## src/rtl/qla_consts.svh

```systemverilog
// ------------------------------------------------
// motor controller constants
// address map, DAC frame format, safety limits
// ------------------------------------------------
`ifndef QLA_CONSTS_SVH
`define QLA_CONSTS_SVH

// address region, bits 15:12
`define ADDR_MAIN            4'h0

// register offsets, bits 3:0
`define OFF_STATUS           4'h0    // channel 0 only
`define OFF_DAC_CTRL         4'h1    // commanded current, channels 1-4
`define OFF_MOTOR_STATUS     4'hC    // amp enable + command

`define NUM_CHANNELS         4

// DAC serial frame
`define CUR_MIDSCALE         16'h8000   // zero current, offset binary
`define DAC_FRAME_BITS       24
`define DAC_CMD_WRITE_UPDATE 4'h3
`define DAC_CSEL_GAP         2          // sysclk cycles of csel high between frames

// over-current check
`define SAFETY_MARGIN        16'h0200
`define SAFETY_HOLD_CYCLES   8

`endif

```

## src/rtl/qla_pkg.sv

```systemverilog
// ------------------------------------------------
// shared types for the motor controller
// ------------------------------------------------
`include "qla_consts.svh"

package qla_pkg;

    typedef logic [15:0] cur_t;   // current / command code
    typedef logic [3:0]  chan_t;  // channel number

    // host register port
    typedef enum logic [1:0] {
        BUS_IDLE,
        BUS_ACCESS,
        BUS_ACK_WAIT
    } bus_state_t;

    // real-time block writer
    typedef enum logic [1:0] {
        RT_COLLECT,
        RT_REPLAY,
        RT_FINISH
    } rt_state_t;

    // DAC serializer
    typedef enum logic [1:0] {
        DAC_IDLE,
        DAC_LOAD,
        DAC_SHIFT,
        DAC_GAP
    } dac_state_t;

    typedef enum logic [3:0] {
        DAC_OP_WRITE_UPDATE = `DAC_CMD_WRITE_UPDATE
    } dac_op_t;

endpackage

```

## src/rtl/board_regs.sv

```systemverilog
// ------------------------------------------------
// channel 0 status/enable register
// ------------------------------------------------
`timescale 1ns/1ps

module board_regs (
    input  logic        sysclk,
    input  logic        reset,
    input  logic        board_wen,
    input  logic [31:0] wdata,
    input  logic [3:0]  wenid,
    input  logic [3:0]  safety_disable,
    output logic [31:0] board_rdata,
    output logic        pwr_enable_cmd,
    output logic [3:0]  amp_enable_cmd,
    output logic [3:0]  amp_enable
);
    logic [3:0] amp_en_reg;   // requested enables

    always_ff @(posedge sysclk) begin
        if (reset) begin
            amp_en_reg     <= 4'h0;
            pwr_enable_cmd <= 1'b0;
            amp_enable_cmd <= 4'h0;
        end else begin
            // command bits are one-cycle pulses
            pwr_enable_cmd <= board_wen & wdata[0];
            amp_enable_cmd <= board_wen ? wdata[4:1] : 4'h0;
            if (board_wen)
                amp_en_reg <= wdata[4:1];
        end
    end

    // tripped axes stay off
    assign amp_enable = amp_en_reg & ~safety_disable;

    // id 27:24, enables 11:8, safety 3:0
    assign board_rdata = {4'h0, ~wenid, 12'h000, amp_enable, 4'h0, safety_disable};

endmodule

```

## src/rtl/cur_cmd_regs.sv

```systemverilog
// ------------------------------------------------
// commanded current registers, readback and
// DAC update request held against busy
// ------------------------------------------------
`timescale 1ns/1ps
`include "qla_consts.svh"

module cur_cmd_regs (
    input  logic           sysclk,
    input  logic           reset,
    input  logic           cmd_wen,
    input  logic           blk_wen,
    input  qla_pkg::chan_t wr_chan,
    input  qla_pkg::chan_t rd_chan,
    input  logic [3:0]     rd_offset,
    input  logic [31:0]    wdata,
    output logic [31:0]    cmd_rdata,
    input  logic [3:0]     amp_enable,
    input  logic           dac_busy,
    output logic           data_ready,
    output qla_pkg::cur_t  cur_cmd [1:`NUM_CHANNELS]
);
    import qla_pkg::*;

    logic cmd_req;   // update pending
    cur_t sel_cmd;
    logic sel_en;

    always_ff @(posedge sysclk) begin
        if (reset) begin
            for (int i = 1; i <= `NUM_CHANNELS; i++)
                cur_cmd[i] <= `CUR_MIDSCALE;
            cmd_req    <= 1'b0;
            data_ready <= 1'b0;
        end else begin
            for (int i = 1; i <= `NUM_CHANNELS; i++) begin
                if (cmd_wen && wr_chan == 4'(i))
                    cur_cmd[i] <= wdata[15:0];
            end
            // block end sets, a free DAC takes it
            if (cmd_wen && blk_wen)
                cmd_req <= 1'b1;
            else if (cmd_req && !dac_busy)
                cmd_req <= 1'b0;
            data_ready <= cmd_req && !dac_busy;   // single-cycle pulse
        end
    end

    // ------------------------------------------------
    // readback
    // ------------------------------------------------
    always_comb begin
        sel_cmd = `CUR_MIDSCALE;
        sel_en  = 1'b0;
        for (int i = 1; i <= `NUM_CHANNELS; i++) begin
            if (rd_chan == 4'(i)) begin
                sel_cmd = cur_cmd[i];
                sel_en  = amp_enable[i-1];
            end
        end
    end

    always_comb begin
        case (rd_offset)
            `OFF_DAC_CTRL:     cmd_rdata = {16'h0, sel_cmd};
            `OFF_MOTOR_STATUS: cmd_rdata = {3'b000, sel_en, 12'h000, sel_cmd};   // enable in bit 28
            default:           cmd_rdata = 32'h0;
        endcase
    end

endmodule

```

## src/rtl/dac_serializer.sv

```systemverilog
// ------------------------------------------------
// quad DAC serial driver, one 24-bit frame per axis
// ------------------------------------------------
`timescale 1ns/1ps
`include "qla_consts.svh"

module dac_serializer (
    input  logic          sysclk,
    input  logic          reset,
    input  logic          data_ready,
    input  qla_pkg::cur_t cur_cmd [1:`NUM_CHANNELS],
    output logic          dac_busy,
    output logic          dac_sclk,
    output logic          dac_mosi,
    output logic          dac_csel
);
    import qla_pkg::*;

    localparam int BIT_W = $clog2(`DAC_FRAME_BITS);

    dac_state_t                 state;
    cur_t                       dac_cmd [4];   // snapshot of the commands
    logic [1:0]                 ch;            // DAC address = axis - 1
    logic [`DAC_FRAME_BITS-1:0] sreg;
    logic [BIT_W-1:0]           bit_cnt;

    // take all four at once so a late write can't split a set
    always_ff @(posedge sysclk) begin
        if (state == DAC_IDLE && data_ready) begin
            for (int i = 1; i <= `NUM_CHANNELS; i++)
                dac_cmd[i-1] <= cur_cmd[i];
        end
    end

    always_ff @(posedge sysclk) begin
        if (reset) begin
            state    <= DAC_IDLE;
            ch       <= 2'd0;
            sreg     <= '0;
            bit_cnt  <= '0;
            dac_sclk <= 1'b0;
            dac_csel <= 1'b1;
        end else begin
            case (state)
                DAC_IDLE: begin
                    ch <= 2'd0;
                    if (data_ready)
                        state <= DAC_LOAD;
                end
                DAC_LOAD: begin
                    // opcode, address, command, MSB first
                    sreg     <= {DAC_OP_WRITE_UPDATE, 2'b00, ch, dac_cmd[ch]};
                    bit_cnt  <= '0;
                    dac_csel <= 1'b0;
                    state    <= DAC_SHIFT;
                end
                DAC_SHIFT: begin
                    if (!dac_sclk) begin
                        dac_sclk <= 1'b1;   // DAC samples mosi here
                    end else begin
                        dac_sclk <= 1'b0;
                        if (bit_cnt == BIT_W'(`DAC_FRAME_BITS - 1)) begin
                            dac_csel <= 1'b1;   // frame done
                            state    <= (ch == 2'd3) ? DAC_IDLE : DAC_GAP;
                        end else begin
                            bit_cnt <= bit_cnt + 1'b1;
                            sreg    <= sreg << 1;   // next bit while sclk low
                        end
                    end
                end
                DAC_GAP: begin
                    // one high cycle here, LOAD adds the second
                    ch    <= ch + 2'd1;
                    state <= DAC_LOAD;
                end
                default: state <= DAC_IDLE;
            endcase
        end
    end

    assign dac_busy = (state != DAC_IDLE);
    assign dac_mosi = sreg[`DAC_FRAME_BITS-1];

endmodule

```

## src/rtl/qla_top.sv

```systemverilog
// ------------------------------------------------
// four-axis motor controller core, top level
// ------------------------------------------------
`timescale 1ns/1ps
`include "qla_consts.svh"

module qla_top (
    input  logic           sysclk,
    input  logic           reset,
    // host register port
    input  logic           host_req,
    input  logic           host_we,
    input  logic [15:0]    host_addr,
    input  logic [31:0]    host_wdata,
    output logic           host_ack,
    output logic [31:0]    host_rdata,
    // real-time block
    input  logic           rt_wen,
    input  logic [1:0]     rt_waddr,
    input  qla_pkg::cur_t  rt_wdata,
    // ADC feedback
    input  qla_pkg::cur_t  cur_fb [1:`NUM_CHANNELS],
    input  logic [3:0]     wenid,       // rotary switch
    output logic           dac_sclk,
    output logic           dac_mosi,
    output logic           dac_csel,
    output logic [3:0]     amp_enable
);
    import qla_pkg::*;

    // block writer to bus master
    logic  bw_own, bw_wen, bw_blk_wen;
    chan_t bw_chan;
    cur_t  bw_wdata;

    // register bus
    logic        board_wen, cmd_wen, blk_wen;
    chan_t       wr_chan, rd_chan;
    logic [3:0]  rd_offset;
    logic [31:0] wdata, cmd_rdata, board_rdata;

    // DAC and safety
    cur_t       cur_cmd [1:`NUM_CHANNELS];
    logic       dac_busy, data_ready;
    logic       pwr_enable_cmd;
    logic [3:0] amp_enable_cmd;
    logic [3:0] safety_disable;

    reg_bus_master reg_bus_master_inst (
        .sysclk, .reset,
        .host_req, .host_we, .host_addr, .host_wdata, .host_ack, .host_rdata,
        .bw_own, .bw_wen, .bw_blk_wen, .bw_chan, .bw_wdata,
        .board_wen, .cmd_wen, .blk_wen, .wr_chan, .rd_chan, .rd_offset, .wdata,
        .cmd_rdata, .board_rdata
    );

    rt_block_write rt_block_write_inst (
        .sysclk, .reset, .rt_wen, .rt_waddr, .rt_wdata,
        .bw_own, .bw_wen, .bw_blk_wen, .bw_chan, .bw_wdata
    );

    cur_cmd_regs cur_cmd_regs_inst (
        .sysclk, .reset, .cmd_wen, .blk_wen, .wr_chan, .rd_chan, .rd_offset, .wdata,
        .cmd_rdata, .amp_enable, .dac_busy, .data_ready, .cur_cmd
    );

    dac_serializer dac_serializer_inst (
        .sysclk, .reset, .data_ready, .cur_cmd, .dac_busy, .dac_sclk, .dac_mosi, .dac_csel
    );

    board_regs board_regs_inst (
        .sysclk, .reset, .board_wen, .wdata, .wenid, .safety_disable,
        .board_rdata, .pwr_enable_cmd, .amp_enable_cmd, .amp_enable
    );

    // one checker per axis, cleared by power or own enable
    for (genvar i = 1; i <= `NUM_CHANNELS; i++) begin : g_safety
        safety_check safety_check_inst (
            .sysclk        (sysclk),
            .reset         (reset),
            .cur_fb        (cur_fb[i]),
            .cur_cmd       (cur_cmd[i]),
            .clear_disable (pwr_enable_cmd | amp_enable_cmd[i-1]),
            .amp_disable   (safety_disable[i-1])
        );
    end

endmodule

```

## src/rtl/reg_bus_master.sv

```systemverilog
// ------------------------------------------------
// host req/ack port, write bus arbitration and
// address decode with read data select
// ------------------------------------------------
`timescale 1ns/1ps
`include "qla_consts.svh"

module reg_bus_master (
    input  logic               sysclk,
    input  logic               reset,
    input  logic               host_req,
    input  logic               host_we,
    input  logic [15:0]        host_addr,
    input  logic [31:0]        host_wdata,
    output logic               host_ack,
    output logic [31:0]        host_rdata,
    input  logic               bw_own,
    input  logic               bw_wen,
    input  logic               bw_blk_wen,
    input  qla_pkg::chan_t     bw_chan,
    input  qla_pkg::cur_t      bw_wdata,
    output logic               board_wen,
    output logic               cmd_wen,
    output logic               blk_wen,
    output qla_pkg::chan_t     wr_chan,
    output qla_pkg::chan_t     rd_chan,
    output logic [3:0]         rd_offset,
    output logic [31:0]        wdata,
    input  logic [31:0]        cmd_rdata,
    input  logic [31:0]        board_rdata
);
    import qla_pkg::*;

    bus_state_t  state;
    logic        host_go;     // host owns this cycle
    logic        bus_wen;
    logic [15:0] bus_addr;
    logic [31:0] rsel;

    // host gets the bus only while the block writer is off it
    assign host_go  = (state == BUS_ACCESS) && !bw_own;
    assign host_ack = (state == BUS_ACK_WAIT);

    always_ff @(posedge sysclk) begin
        if (reset) begin
            state      <= BUS_IDLE;
            host_rdata <= 32'h0;
        end else begin
            case (state)
                BUS_IDLE:     if (host_req) state <= BUS_ACCESS;
                BUS_ACCESS:   if (!bw_own) state <= BUS_ACK_WAIT;
                BUS_ACK_WAIT: if (!host_req) state <= BUS_IDLE;   // 4th phase
                default:      state <= BUS_IDLE;
            endcase
            if (host_go && !host_we)
                host_rdata <= rsel;
        end
    end

    // ------------------------------------------------
    // write bus mux
    // ------------------------------------------------
    always_comb begin
        if (bw_own) begin
            bus_wen  = bw_wen;
            bus_addr = {`ADDR_MAIN, 4'h0, bw_chan, `OFF_DAC_CTRL};
            wdata    = {16'h0, bw_wdata};
        end else begin
            bus_wen  = host_go && host_we;
            bus_addr = host_addr;
            wdata    = host_wdata;
        end
    end

    assign wr_chan   = bus_addr[7:4];
    assign board_wen = bus_wen && (bus_addr[15:12] == `ADDR_MAIN) &&
                       (wr_chan == 4'h0) && (bus_addr[3:0] == `OFF_STATUS);
    assign cmd_wen   = bus_wen && (bus_addr[15:12] == `ADDR_MAIN) && (wr_chan != 4'h0) &&
                       (wr_chan <= 4'(`NUM_CHANNELS)) && (bus_addr[3:0] == `OFF_DAC_CTRL);
    // host DAC write is a one-word block
    assign blk_wen   = bw_own ? bw_blk_wen : cmd_wen;

    // ------------------------------------------------
    // read side, host address only
    // ------------------------------------------------
    assign rd_chan   = host_addr[7:4];
    assign rd_offset = host_addr[3:0];

    always_comb begin
        rsel = 32'h0;   // unmapped reads
        if (host_addr[15:12] == `ADDR_MAIN) begin
            if (rd_chan == 4'h0)
                rsel = (rd_offset == `OFF_STATUS) ? board_rdata : 32'h0;
            else if (rd_chan <= 4'(`NUM_CHANNELS))
                rsel = cmd_rdata;
        end
    end

endmodule

```

## src/rtl/rt_block_write.sv

```systemverilog
// ------------------------------------------------
// real-time block write, buffers a 4-word burst
// and replays it as register bus writes
// ------------------------------------------------
`timescale 1ns/1ps

module rt_block_write (
    input  logic           sysclk,
    input  logic           reset,
    input  logic           rt_wen,
    input  logic [1:0]     rt_waddr,
    input  qla_pkg::cur_t  rt_wdata,
    output logic           bw_own,
    output logic           bw_wen,
    output logic           bw_blk_wen,
    output qla_pkg::chan_t bw_chan,
    output qla_pkg::cur_t  bw_wdata
);
    import qla_pkg::*;

    rt_state_t  state;
    cur_t       wbuf [4];   // one word per axis
    logic [1:0] cnt;        // replay index

    // burst words land as they come, no back-pressure
    always_ff @(posedge sysclk) begin
        if (rt_wen)
            wbuf[rt_waddr] <= rt_wdata;
    end

    always_ff @(posedge sysclk) begin
        if (reset) begin
            state <= RT_COLLECT;
            cnt   <= 2'd0;
        end else begin
            case (state)
                RT_COLLECT: if (rt_wen && rt_waddr == 2'd3) state <= RT_REPLAY;
                RT_REPLAY:  if (cnt == 2'd2) state <= RT_FINISH;
                RT_FINISH:  state <= RT_COLLECT;   // last write went out
                default:    state <= RT_COLLECT;
            endcase
            if (state != RT_COLLECT)
                cnt <= cnt + 2'd1;   // wraps to 0 after axis 4
        end
    end

    assign bw_own     = (state != RT_COLLECT);
    assign bw_wen     = bw_own;                  // one write per owned cycle
    assign bw_blk_wen = (state == RT_FINISH);    // block end on axis 4
    assign bw_chan    = {2'b00, cnt} + 4'd1;
    assign bw_wdata   = wbuf[cnt];

endmodule

```

## src/rtl/safety_check.sv

```systemverilog
// ------------------------------------------------
// per-axis over-current check, latched disable
// ------------------------------------------------
`timescale 1ns/1ps
`include "qla_consts.svh"

module safety_check (
    input  logic          sysclk,
    input  logic          reset,
    input  qla_pkg::cur_t cur_fb,
    input  qla_pkg::cur_t cur_cmd,
    input  logic          clear_disable,
    output logic          amp_disable
);
    localparam int HOLD   = `SAFETY_HOLD_CYCLES;
    localparam int HOLD_W = $clog2(HOLD + 1);

    logic [15:0]       fb_mag;
    logic [15:0]       cmd_mag;
    logic [17:0]       limit;      // 2*cmd + margin, no wrap
    logic              over;
    logic [HOLD_W-1:0] hold_cnt;

    // distance from midscale
    assign fb_mag  = cur_fb[15]  ? cur_fb - `CUR_MIDSCALE  : `CUR_MIDSCALE - cur_fb;
    assign cmd_mag = cur_cmd[15] ? cur_cmd - `CUR_MIDSCALE : `CUR_MIDSCALE - cur_cmd;
    assign limit   = {1'b0, cmd_mag, 1'b0} + {2'b00, `SAFETY_MARGIN};
    assign over    = {2'b00, fb_mag} > limit;

    always_ff @(posedge sysclk) begin
        if (reset || clear_disable) begin
            hold_cnt    <= '0;
            amp_disable <= 1'b0;
        end else begin
            if (!over)
                hold_cnt <= '0;   // must be consecutive
            else if (hold_cnt != HOLD_W'(HOLD))
                hold_cnt <= hold_cnt + 1'b1;
            if (hold_cnt == HOLD_W'(HOLD))
                amp_disable <= 1'b1;   // sticky until cleared
        end
    end

endmodule

```

## config.mk

```make
export PLATFORM = sky130hd
export DESIGN_NAME = qla_top
export DESIGN_NICKNAME = d
export VERILOG_FILES = /design/src/rtl/qla_pkg.sv /design/src/rtl/board_regs.sv /design/src/rtl/cur_cmd_regs.sv /design/src/rtl/dac_serializer.sv /design/src/rtl/qla_top.sv /design/src/rtl/reg_bus_master.sv /design/src/rtl/rt_block_write.sv /design/src/rtl/safety_check.sv
export VERILOG_INCLUDE_DIRS = /design/src /design/src/rtl
export SDC_FILE = /design/constraint.sdc
export NUM_CORES = 1
export LEC_CHECK = 0
export BUFFER_PORTS_ARGS = -buffer_cell sky130_fd_sc_hd__buf_2
export CORE_MARGIN = 2
export CORE_UTILIZATION = 55
export DETAILED_ROUTE_END_ITERATION = 12
export PLACE_DENSITY = 0.83
export SLEW_MARGIN = 25
export SYNTH_ARGS = -nofsm -noshare
export SYNTH_HDL_FRONTEND = slang
export SYNTH_SLANG_ARGS = --single-unit
```

## constraint.sdc

```tcl
create_clock -name sysclk -period 8.2 [get_ports sysclk]
set_input_delay 1.23 -clock sysclk [delete_from_list [all_inputs] [get_ports sysclk]]
set_output_delay 1.23 -clock sysclk [all_outputs]
set_load 0.02 [all_outputs]
```

==> results of run 1 <==
==> through the flow <==
step                      power, mW  instance area (um2)  hold WS (ns)  std cells  setup slack (ns)
after floorplan                1.94                16600         0.401       1738              4.57
after global placement         2.04                17500         0.415       2172              4.06
after detailed placement       2.07                17500         0.428       2172              4.03
after CTS                      3.40                18400         0.438       2224              4.00
after global routing           3.51                18400         0.458       2224              3.69
final                          3.40                18400         0.440       2224              3.97
==> area by class of cell <==
type                    instances  share of cell area
repair buffers                161              0.0457
clock buffers                  38              0.0422
flip-flops and latches        289               0.383
clock inverters                14              0.0100
well taps                     390              0.0265
inverters                      76              0.0155
multi-input cells            1256               0.477
==> how the worst max path moves through the flow <==
stage / end / slack (ns)
6_report: g_safety[3].safety_check_inst.hold_cnt[3]$_SDFFE_PP0P_ / 3.97
4_1_cts: g_safety[3].safety_check_inst.hold_cnt[3]$_SDFFE_PP0P_ / 4.00
3_5_place_dp: g_safety[3].safety_check_inst.hold_cnt[3]$_SDFFE_PP0P_ / 4.03
5_1_grt: g_safety[3].safety_check_inst.hold_cnt[3]$_SDFFE_PP0P_ / 3.69
3_3_place_gp: cur_cmd_regs_inst.cur_cmd[31]$_SDFFE_PP1P_ / 4.06
2_1_floorplan: g_safety[3].safety_check_inst.hold_cnt[0]$_SDFFE_PP0P_ / 4.57
==> cell usage after synthesis, types with 24 or more instances <==
| cell type | number |
|---|---|
| a22oi_1 | 24 |
| a21oi_1 | 119 |
| nor2_1 | 250 |
| mux2i_1 | 41 |
| nor3_1 | 65 |
| clkbuf_1 | 95 |
| nand3_1 | 28 |
| a211oi_1 | 43 |
| ha_1 | 88 |
| xor2_1 | 76 |
| mux4_2 | 32 |
| inv_1 | 75 |
| nand2_1 | 93 |
| dfxtp_1 | 161 |
| xnor2_1 | 70 |
| o21ai_0 | 39 |
| edfxtp_1 | 128 |
==> layer usage <==
layer  wire length [um]  global-route usage
met3               3230              0.0424
met4               1710               0.101
met5                 14                   0
met2              20500               0.447
met1              16700               0.334
==> cell usage in the layout, fill, tap and decap left out, drive strengths merged, types with 25 or more instances in the layout <==
cell    synthesis  final
a211oi         43     43
a21oi         119    119
buf            21    161
clkbuf         96     38
dfxtp         161    161
edfxtp        128    128
ha             88     88
inv            75     77
mux2i          41     41
mux4           32     32
nand2          93     93
nand3          28     28
nor2          250    250
nor3           65     65
nor4           25     25
o21ai          40     40
xnor2          70     70
xor2           76     76
==> worst reg2reg max path, stage by stage (launching register included) <==
cell     delay [ns]
dfxtp_1        0.61
inv_1          0.09
ha_1           0.32
and2_1         0.24
a21oi_1        0.19
xor2_1         0.27
ha_1           0.25
nor3b_1        0.20
a32oi_1        0.12
nor3_1         0.26
xor2_1         0.21
ha_1           0.27
nand4_1        0.12
nor4_1         0.09
a221o_1        0.31
o21ai_0        0.43
nor3_1         0.11
==> kinds of logic after synthesis <==
family,synth area share
AOI/OAI and AO/OA,0.138
xor gates and xnor gates,0.0772
adders and majority gates,0.0665
buffers and inverters,0.0468
DFF,0.427
muxes,0.0778
other,0.000226
and+or+nand+nor,0.167
==> power by group <==
group	leakage [nW]	total [mW]	switching, mW	internal [mW]
registers	2.45	1.61	0.0468	1.56
clock network	0.474	1.35	0.557	0.793
logic	3.91	0.439	0.258	0.181
total	6.84	3.40	0.862	2.53
==> summary.md, run 1 <==
| Metric | Value |
|---|---|
| Outcome | `finished, final reports clean` |
| Layout Area Growth over Synthesis | `11.3%` |
| Max-cap violation count | `0` |
| Share of the synthesized area in the top cell type | `0.232` |
| Number of library cell types mapped by synthesis | `80` |
| Largest clock skew in the final design | `0.0260 ns` |
| First-pass GRT wire length | `between 60000 and 70000 um` |
| Floorplan die area | `between 30000 and 40000 um2` |
| TritonCTS clock tree | `done` |
| Number of DRC violations after detailed-routing iteration 0 | `1381` |
| Routed wire length | `between 40000 and 50000 um` |
| Antenna violations before repair | `2` |
| Final sum of negative setup slack | `0 ns` |
| Layout cells sized above 1 | `0.151` |
| Number of gates resized after cts | `0` |
| Crit path max-delay family | `compound AO/OA/AOI/OAI gates` |
| Root Driver | `clkbuf_16` |
| Slew Limit Headroom | `0.337` |
| GRT Resource Usage Total | `0.262` |
| # nets final | `2039` |
| Clock tree sinks | `about 290` |
| CTS max path bufs | `3` |
| Post-synthesis sequential area ratio | `0.427` |
| Total number of yosys warnings | `0` |
| CTS H-Tree Depth | `1` |
| Dominant cell type by area after synthesis | `edfxtp_1` |
| Hold Path Depth | `2` |
| PortBufs | `147` |
| Element type at the critical path start | `flop` |
| Post-detailed-route via-to-cell ratio | `approximately 6.1` |
| Number of enable flip-flop cells after synthesis | `between 100 and 150` |
| RR Startpoint | `cur_cmd_regs_inst.cur_cmd[16]$_SDFFE_PP0P_` |
| Clock latency at the later pin of the worst-skew pair | `roughly 0.56 ns` |
| Synthesized flop and latch total | `a little under 300` |
| Slew Viols, Final | `0` |
| Cell count along the critical path | `16` |
| Vias in the first global route | `between 10000 and 15000` |
| Source of the critical timing path | `cur_cmd_regs_inst.cur_cmd[16]$_SDFFE_PP0P_` |
| Final-report hold violation count | `0` |
| Final Critical Period | `around 4.2 ns` |
| Post-synthesis cell area | `approximately 17000 um2` |
| Register area | `between 7000 and 8000 um2` |
| Worst path buffer plus inverter count | `1` |
| Multi-input gate area | `roughly 8800 um2` |
| Element type at the critical path end | `flop` |
| Final setup vio count | `0` |
| Top achievable clock speed | `approximately 0.24 GHz` |
| Sink of the worst hold path | `cur_cmd_regs_inst.data_ready$_SDFF_PP0_` |
| Largest fanout of any net on the critical path | `9` |
| I/O Pins | `between 150 and 200` |
| Number of buffers inserted during clock tree synthesis | `28` |
| Leakage | `~6.8 nW` |
| Flop-to-flop setup slack | `3.97 ns` |
| Largest net degree at the start of global routing | `between 60 and 70` |
| Top area cells in the synthesized netlist | `edfxtp_1 (23%), dfxtp_1 (19%), ha_1 (6.7%)` |
| Number of antenna-violating nets in the routed design | `0` |
| Power per standard cell area | `184 nW/um2` |
| CTS clock-pin slew for the worst setup and hold paths | `~0.060 ns` |
| Top cell by count, worst path | `ha_1` |
| Data required, critical path | `around 8.6 ns` |
| Number of antenna diodes | `0` |
| Number of vias in the routed layout | `~14000` |
| Fraction of the cycle the final worst path needs | `0.516` |
| Standard cell core area | `between 20000 and 30000 um2` |
| Wire length per cell after detailed routing | `roughly 19 um` |
| Unrepaired setup endpoints after global routing | `no` |
| Placed wire-length estimate | `between 30000 and 40000 um` |
| Regs by FF count | `cur_cmd_regs_inst.cur_cmd: 64 flops, dac_serializer_inst.dac_cmd: 64 flops, rt_block_write_inst.wbuf: 64 flops` |
| Worst path cell trace | `inv_1, ha_1, and2_1, a21oi_1, xor2_1, ha_1, nor3b_1, a32oi_1, nor3_1, xor2_1, ha_1, nand4_1, nor4_1, a221o_1, o21ai_0, nor3_1` |
| Filler cell count in the final layout | `around 2300` |
| Mean instance size in the synthesized netlist | `~9.6 um2` |
| Starting utilization of the core area | `0.559` |
| Std-Cell Rows | `63` |
| Category of the most critical setup path | `reg -> reg` |
| Mapped Cells | `1728` |
| Async set-reset flop share out of synthesis | `0` |
| Worst hold path class | `reg -> reg` |
| Number of buffers inserted by post-CTS setup repair | `0` |
| Arrival @ worst endpoint | `approximately 4.6 ns` |
| Logic depth of the worst register-to-register path | `16` |
| Main synth FF type | `dfxtp_1` |
| Fraction of the core area covered by cells at the end of the flow | `0.622` |
| Worst min-delay path startpoint | `cur_cmd_regs_inst.cmd_req$_SDFFE_PP0P_` |
| Terminus of the critical flop-to-flop path | `g_safety[3].safety_check_inst.hold_cnt[3]$_SDFFE_PP0P_` |
| Number of design rule violations left after detail routing | `0` |
| Pin slew with the least headroom to its limit | `0.995 ns` |
| Routability congestion estimate | `~0.93` |
| CTS Hold Buffers Added | `0` |
| Worst supply voltage drop on vdd | `~0.15 mV` |
| Die height | `about 180 um` |
| GR Overflow Total | `0` |
| Biggest cell delay along the critical path | `~0.6 ns` |
| Slowest stage cell, crit path | `dfxtp_1` |
| Drt first pass iters | `7` |
| Die Span X | `178 um` |
No activity file was read; power rests on OpenSTA's default activity.
==> run 2, diff against run 1 <==
--- a/config.mk
+++ b/config.mk
@@ -8,9 +8,9 @@
 export LEC_CHECK = 0
 export BUFFER_PORTS_ARGS = -buffer_cell sky130_fd_sc_hd__buf_2
 export CORE_MARGIN = 2
-export CORE_UTILIZATION = 55
+export CORE_UTILIZATION = 54
 export DETAILED_ROUTE_END_ITERATION = 12
-export PLACE_DENSITY = 0.83
+export PLACE_DENSITY = 0.85
 export SLEW_MARGIN = 25
 export SYNTH_ARGS = -nofsm -noshare
 export SYNTH_HDL_FRONTEND = slang
==> constraint.sdc (replaced) <==
create_clock -name sysclk -period 3.6 [get_ports sysclk]
set_input_delay 0.54 -clock sysclk [delete_from_list [all_inputs] [get_ports sysclk]]
set_output_delay 0.54 -clock sysclk [all_outputs]
set_load 0.02 [all_outputs]
==> run 2 against run 1 <==
Compared with the run above:
- flip-flop and latch count stayed put
- global-route usage is 1.2 points higher
- power up 120%
- final area increased by 5.1%
- maximum frequency rose by 23%
- critical path type unchanged
- critical endpoint is now g_safety[1].safety_check_inst.hold_cnt[3]$_SDFFE_PP0P_
==> summary.md, run 2 (synthesis gave the netlist of run 1 again) <==
| Metric | Value |
|---|---|
| Outcome | `finished, final reports clean (unchanged)` |
| Std-Cell Rows | `64 (was 63)` |
| Most common cell after layout, fill and taps aside | `nor2_1 (unchanged)` |
| Filler cell count in the final layout | `2418 (was 2340)` |
| Final setup vio count | `0 (unchanged)` |
| CTS max path bufs | `3 (unchanged)` |
| Layout cells sized above 1 | `0.217 (was 0.151)` |
| Multi-input gate area | `9010 um2 (was 8780 um2)` |
| Top achievable clock speed | `0.290 GHz (was 0.236 GHz)` |
| CTS Hold Buffers Added | `0 (unchanged)` |
| Sink of the worst hold path | `rt_block_write_inst.wbuf[2][3]$_DFFE_PP_ (was cur_cmd_regs_inst.data_ready$_SDFF_PP0_)` |
| Number of cells in the design after placement | `2272 (was 2172)` |
| Number of buffers inserted during clock tree synthesis | `29 (was 28)` |
| Worst path cell trace | `nor4_4, buf_4, nand2_1, or4b_2, a21oi_2, o22ai_1, xnor2_1, ha_1, nand4_1, nor3_1, a2111oi_2, o21ai_1, a31o_2, nor3_2 (was inv_1, ha_1, and2_1, a21oi_1, xor2_1, ha_1, nor3b_1, a32oi_1, nor3_1, xor2_1, ha_1, nand4_1, nor4_1, a221o_1, o21ai_0, nor3_1)` |
| Routed wire length | `45700 um (was 42100 um)` |
| Logic depth of the worst register-to-register path | `14 (was 16)` |
| Placed wire-length estimate | `33000 um (was 30300 um)` |
| Net switching power figure | `2.02 mW (was 862 uW)` |
| Largest net degree at the start of global routing | `100 (was 69)` |
| Pin slew with the least headroom to its limit | `1.01 ns (was 0.995 ns)` |
| Commonest cells after routing, fill and taps aside | `nor2_1 (246), dfxtp_1 (156), buf_2 (146), edfxtp_1 (128) (was nor2_1 (249), dfxtp_1 (159), buf_2 (146), edfxtp_1 (128), a21oi_1 (119))` |
| Finished Cell Area | `19400 um2 (was 18400 um2)` |
| Fraction of the core area covered by cells at the end of the flow | `0.637 (was 0.622)` |
| Die height | `179 um (was 178 um)` |
| Post-placement cell area | `18200 um2 (was 17500 um2)` |
| Root Driver | `clkbuf_16 (unchanged)` |
| Flop-to-flop setup slack | `0.15 ns (was 3.97 ns)` |
| CTS clock-pin slew for the worst setup and hold paths | `0.06 ns (about the same)` |
| Slowest stage cell, crit path | `or4b_2 (was dfxtp_1)` |
| Cell Count, Final, Fillers Out | `2334 (was 2224)` |
| Regs by FF count | `cur_cmd_regs_inst.cur_cmd: 64 flops, dac_serializer_inst.dac_cmd: 64 flops, rt_block_write_inst.wbuf: 64 flops (unchanged)` |
| GR Overflow Total | `0 (unchanged)` |
| Part of the power in the clock network | `0.373 (was 0.398)` |
| First-pass GRT wire length | `69600 um (was 65900 um)` |
| Starting utilization of the core area | `0.544 (was 0.559)` |
| Hold Path Depth | `1 (was 2)` |
| Sw frac | `0.266 (was 0.254)` |
| Crit path max-delay family | `simple AND/OR/NAND/NOR gates (was compound AO/OA/AOI/OAI gates)` |
| Final total power | `7.60 mW (was 3.40 mW)` |
| GRT Resource Usage Total | `0.275 (was 0.262)` |
| Data required, critical path | `4.07 ns (was 8.61 ns)` |
| Leakage | `7.41 nW (was 6.84 nW)` |
| Number of design rule violations left after detail routing | `0 (unchanged)` |
| Element type at the critical path start | `flop (unchanged)` |
| DP Worst Slack | `-0.0729 ns (was 4.03 ns)` |
| TritonCTS clock tree | `done (unchanged)` |
| Worst min-delay path startpoint | `rt_wdata[3] (was cur_cmd_regs_inst.cmd_req$_SDFFE_PP0P_)` |
| I/O Pins | `179 (unchanged)` |
| Final sum of negative setup slack | `0 ns (unchanged)` |
| Post-detailed-route via-to-cell ratio | `6.10 (was 6.09)` |
| Terminus of the critical flop-to-flop path | `g_safety[1].safety_check_inst.hold_cnt[3]$_SDFFE_PP0P_ (was g_safety[3].safety_check_inst.hold_cnt[3]$_SDFFE_PP0P_)` |
| Met1 Usage GRT | `0.346 (was 0.334)` |
| CTS H-Tree Depth | `1 (unchanged)` |
| Die Span X | `179 um (was 178 um)` |
| Largest clock skew in the final design | `0.0231 ns (was 0.0260 ns)` |
| Source of the critical timing path | `cur_cmd_regs_inst.cur_cmd[53]$_SDFFE_PP0P_ (was cur_cmd_regs_inst.cur_cmd[16]$_SDFFE_PP0P_)` |
| Number of antenna-violating nets in the routed design | `0 (unchanged)` |
| Number of antenna diodes | `0 (unchanged)` |
| Worst supply voltage drop on vdd | `0.374 mV (was 0.154 mV)` |
| Global Route met2 Usage | `0.463 (was 0.447)` |
| Slew Limit Headroom | `0.328 (was 0.337)` |
| Number of DRC violations after detailed-routing iteration 0 | `1555 (was 1381)` |
| # nets final | `2142 (was 2039)` |
| Worst path buffer plus inverter count | `1 (unchanged)` |
| Antenna violations before repair | `1 (was 2)` |
| Fraction of the cycle the final worst path needs | `0.957 (was 0.516)` |
| Met3 Usage GRT | `0.0443 (was 0.0424)` |
| WHS | `0.186 ns (was 0.440 ns)` |
| Routability congestion estimate | `0.953 (was 0.926)` |
| Clock tree sinks | `289 (unchanged)` |
| Floorplan die area | `32100 um2 (was 31500 um2)` |
| Drt first pass iters | `6 (was 7)` |
| Standard cell core area | `30400 um2 (was 29600 um2)` |
| Internal Pwr Total | `5.58 mW (was 2.53 mW)` |
| Comb pwr share | `0.148 (was 0.129)` |
| Routing layer with the top usage in global route | `met2 (unchanged)` |
| Power share of the sequential group | `0.479 (was 0.473)` |
| Layout Area Growth over Synthesis | `17.0% (was 11.3%)` |
| Setup slack after layout | `0.153 ns (was 3.97 ns)` |
| Vias in the first global route | `13500 (was 12700)` |
| Largest fanout of any net on the critical path | `5 (was 9)` |
| Number of vias in the routed layout | `14200 (was 13500)` |
| Max-cap violation count | `0 (unchanged)` |
| RR Startpoint | `cur_cmd_regs_inst.cur_cmd[53]$_SDFFE_PP0P_ (was cur_cmd_regs_inst.cur_cmd[16]$_SDFFE_PP0P_)` |
| Biggest cell delay along the critical path | `0.66 ns (was 0.61 ns)` |
| Arrival @ worst endpoint | `3.92 ns (was 4.64 ns)` |
| Worst hold path class | `in -> reg (was reg -> reg)` |
| Category of the most critical setup path | `reg -> reg (unchanged)` |
| Final Critical Period | `3.45 ns (was 4.23 ns)` |
| Power per standard cell area | `392 nW/um2 (was 184 nW/um2)` |
| Final-report hold violation count | `0 (unchanged)` |
| PortBufs | `147 (unchanged)` |
| Slew Viols, Final | `0 (unchanged)` |
| Wire length per cell after detailed routing | `19.6 um (was 19.0 um)` |
| Clock latency at the later pin of the worst-skew pair | `0.56 ns (about the same)` |
| Element type at the critical path end | `flop (unchanged)` |
| Register area | `7070 um2 (about the same)` |
[run 2: changes by cell type in the layout (fill, tap and decap cells not counted), sizes merged]
| cell | previous run | this run |
|---|---|---|
| clkbuf | 38 | 35 |
| bufinv | 4 | 1 |
| clkdlybuf4s15 | 0 | 1 |
| clkinv | 9 | 18 |
| buf | 161 | 262 |
| inv | 77 | 76 |
[run 2: routing by layer]
layer	wire, um	vias up
met2	22000	678
li1	-	6624
met5	13	-
met1	17600	6757
met4	2310	2
met3	3780	173
[run 2: worst max path at each step]
stage,to,slack (ns),depth (start not counted)
floorplan,g_safety[3].safety_check_inst.hold_cnt[0]$_SDFFE_PP0P_,0.04,17
global placement,g_safety[3].safety_check_inst.hold_cnt[0]$_SDFFE_PP0P_,0.12,17
detailed placement,g_safety[3].safety_check_inst.hold_cnt[1]$_SDFFE_PP0P_,-0.07,17
CTS,g_safety[4].safety_check_inst.hold_cnt[2]$_SDFFE_PP0P_,0.01,16
global route,g_safety[1].safety_check_inst.hold_cnt[3]$_SDFFE_PP0P_,-0.08,17
finish,g_safety[1].safety_check_inst.hold_cnt[3]$_SDFFE_PP0P_,0.15,14
[run 2: final cells by class]
class                   instances  share of cell area
clock buffers                  35              0.0386
clock inverters                19             0.00665
inverters                      76              0.0147
multi-input cells            1256               0.465
flip-flops and latches        289               0.365
well taps                     396              0.0256
repair buffers                263              0.0839
[run 2: power by group through the flow]
stage | clock (mW) | sequential, mW | combinational (mW)
floorplan | 0 | 3.68 | 0.736
global placement | 0 | 3.70 | 1.02
detailed placement | 0 | 3.71 | 1.07
CTS | 2.84 | 3.64 | 1.08
global route | 2.96 | 3.65 | 1.24
finish | 2.83 | 3.64 | 1.13
[run 2: repair_timing]
item	4_1_cts	5_1_grt
resized for setup	3	56
hold endpoints to repair	0	0
gates cloned	0	1
buffers inserted	0	7
pin swaps	1	21
endpoints found under the setup margin	6	16
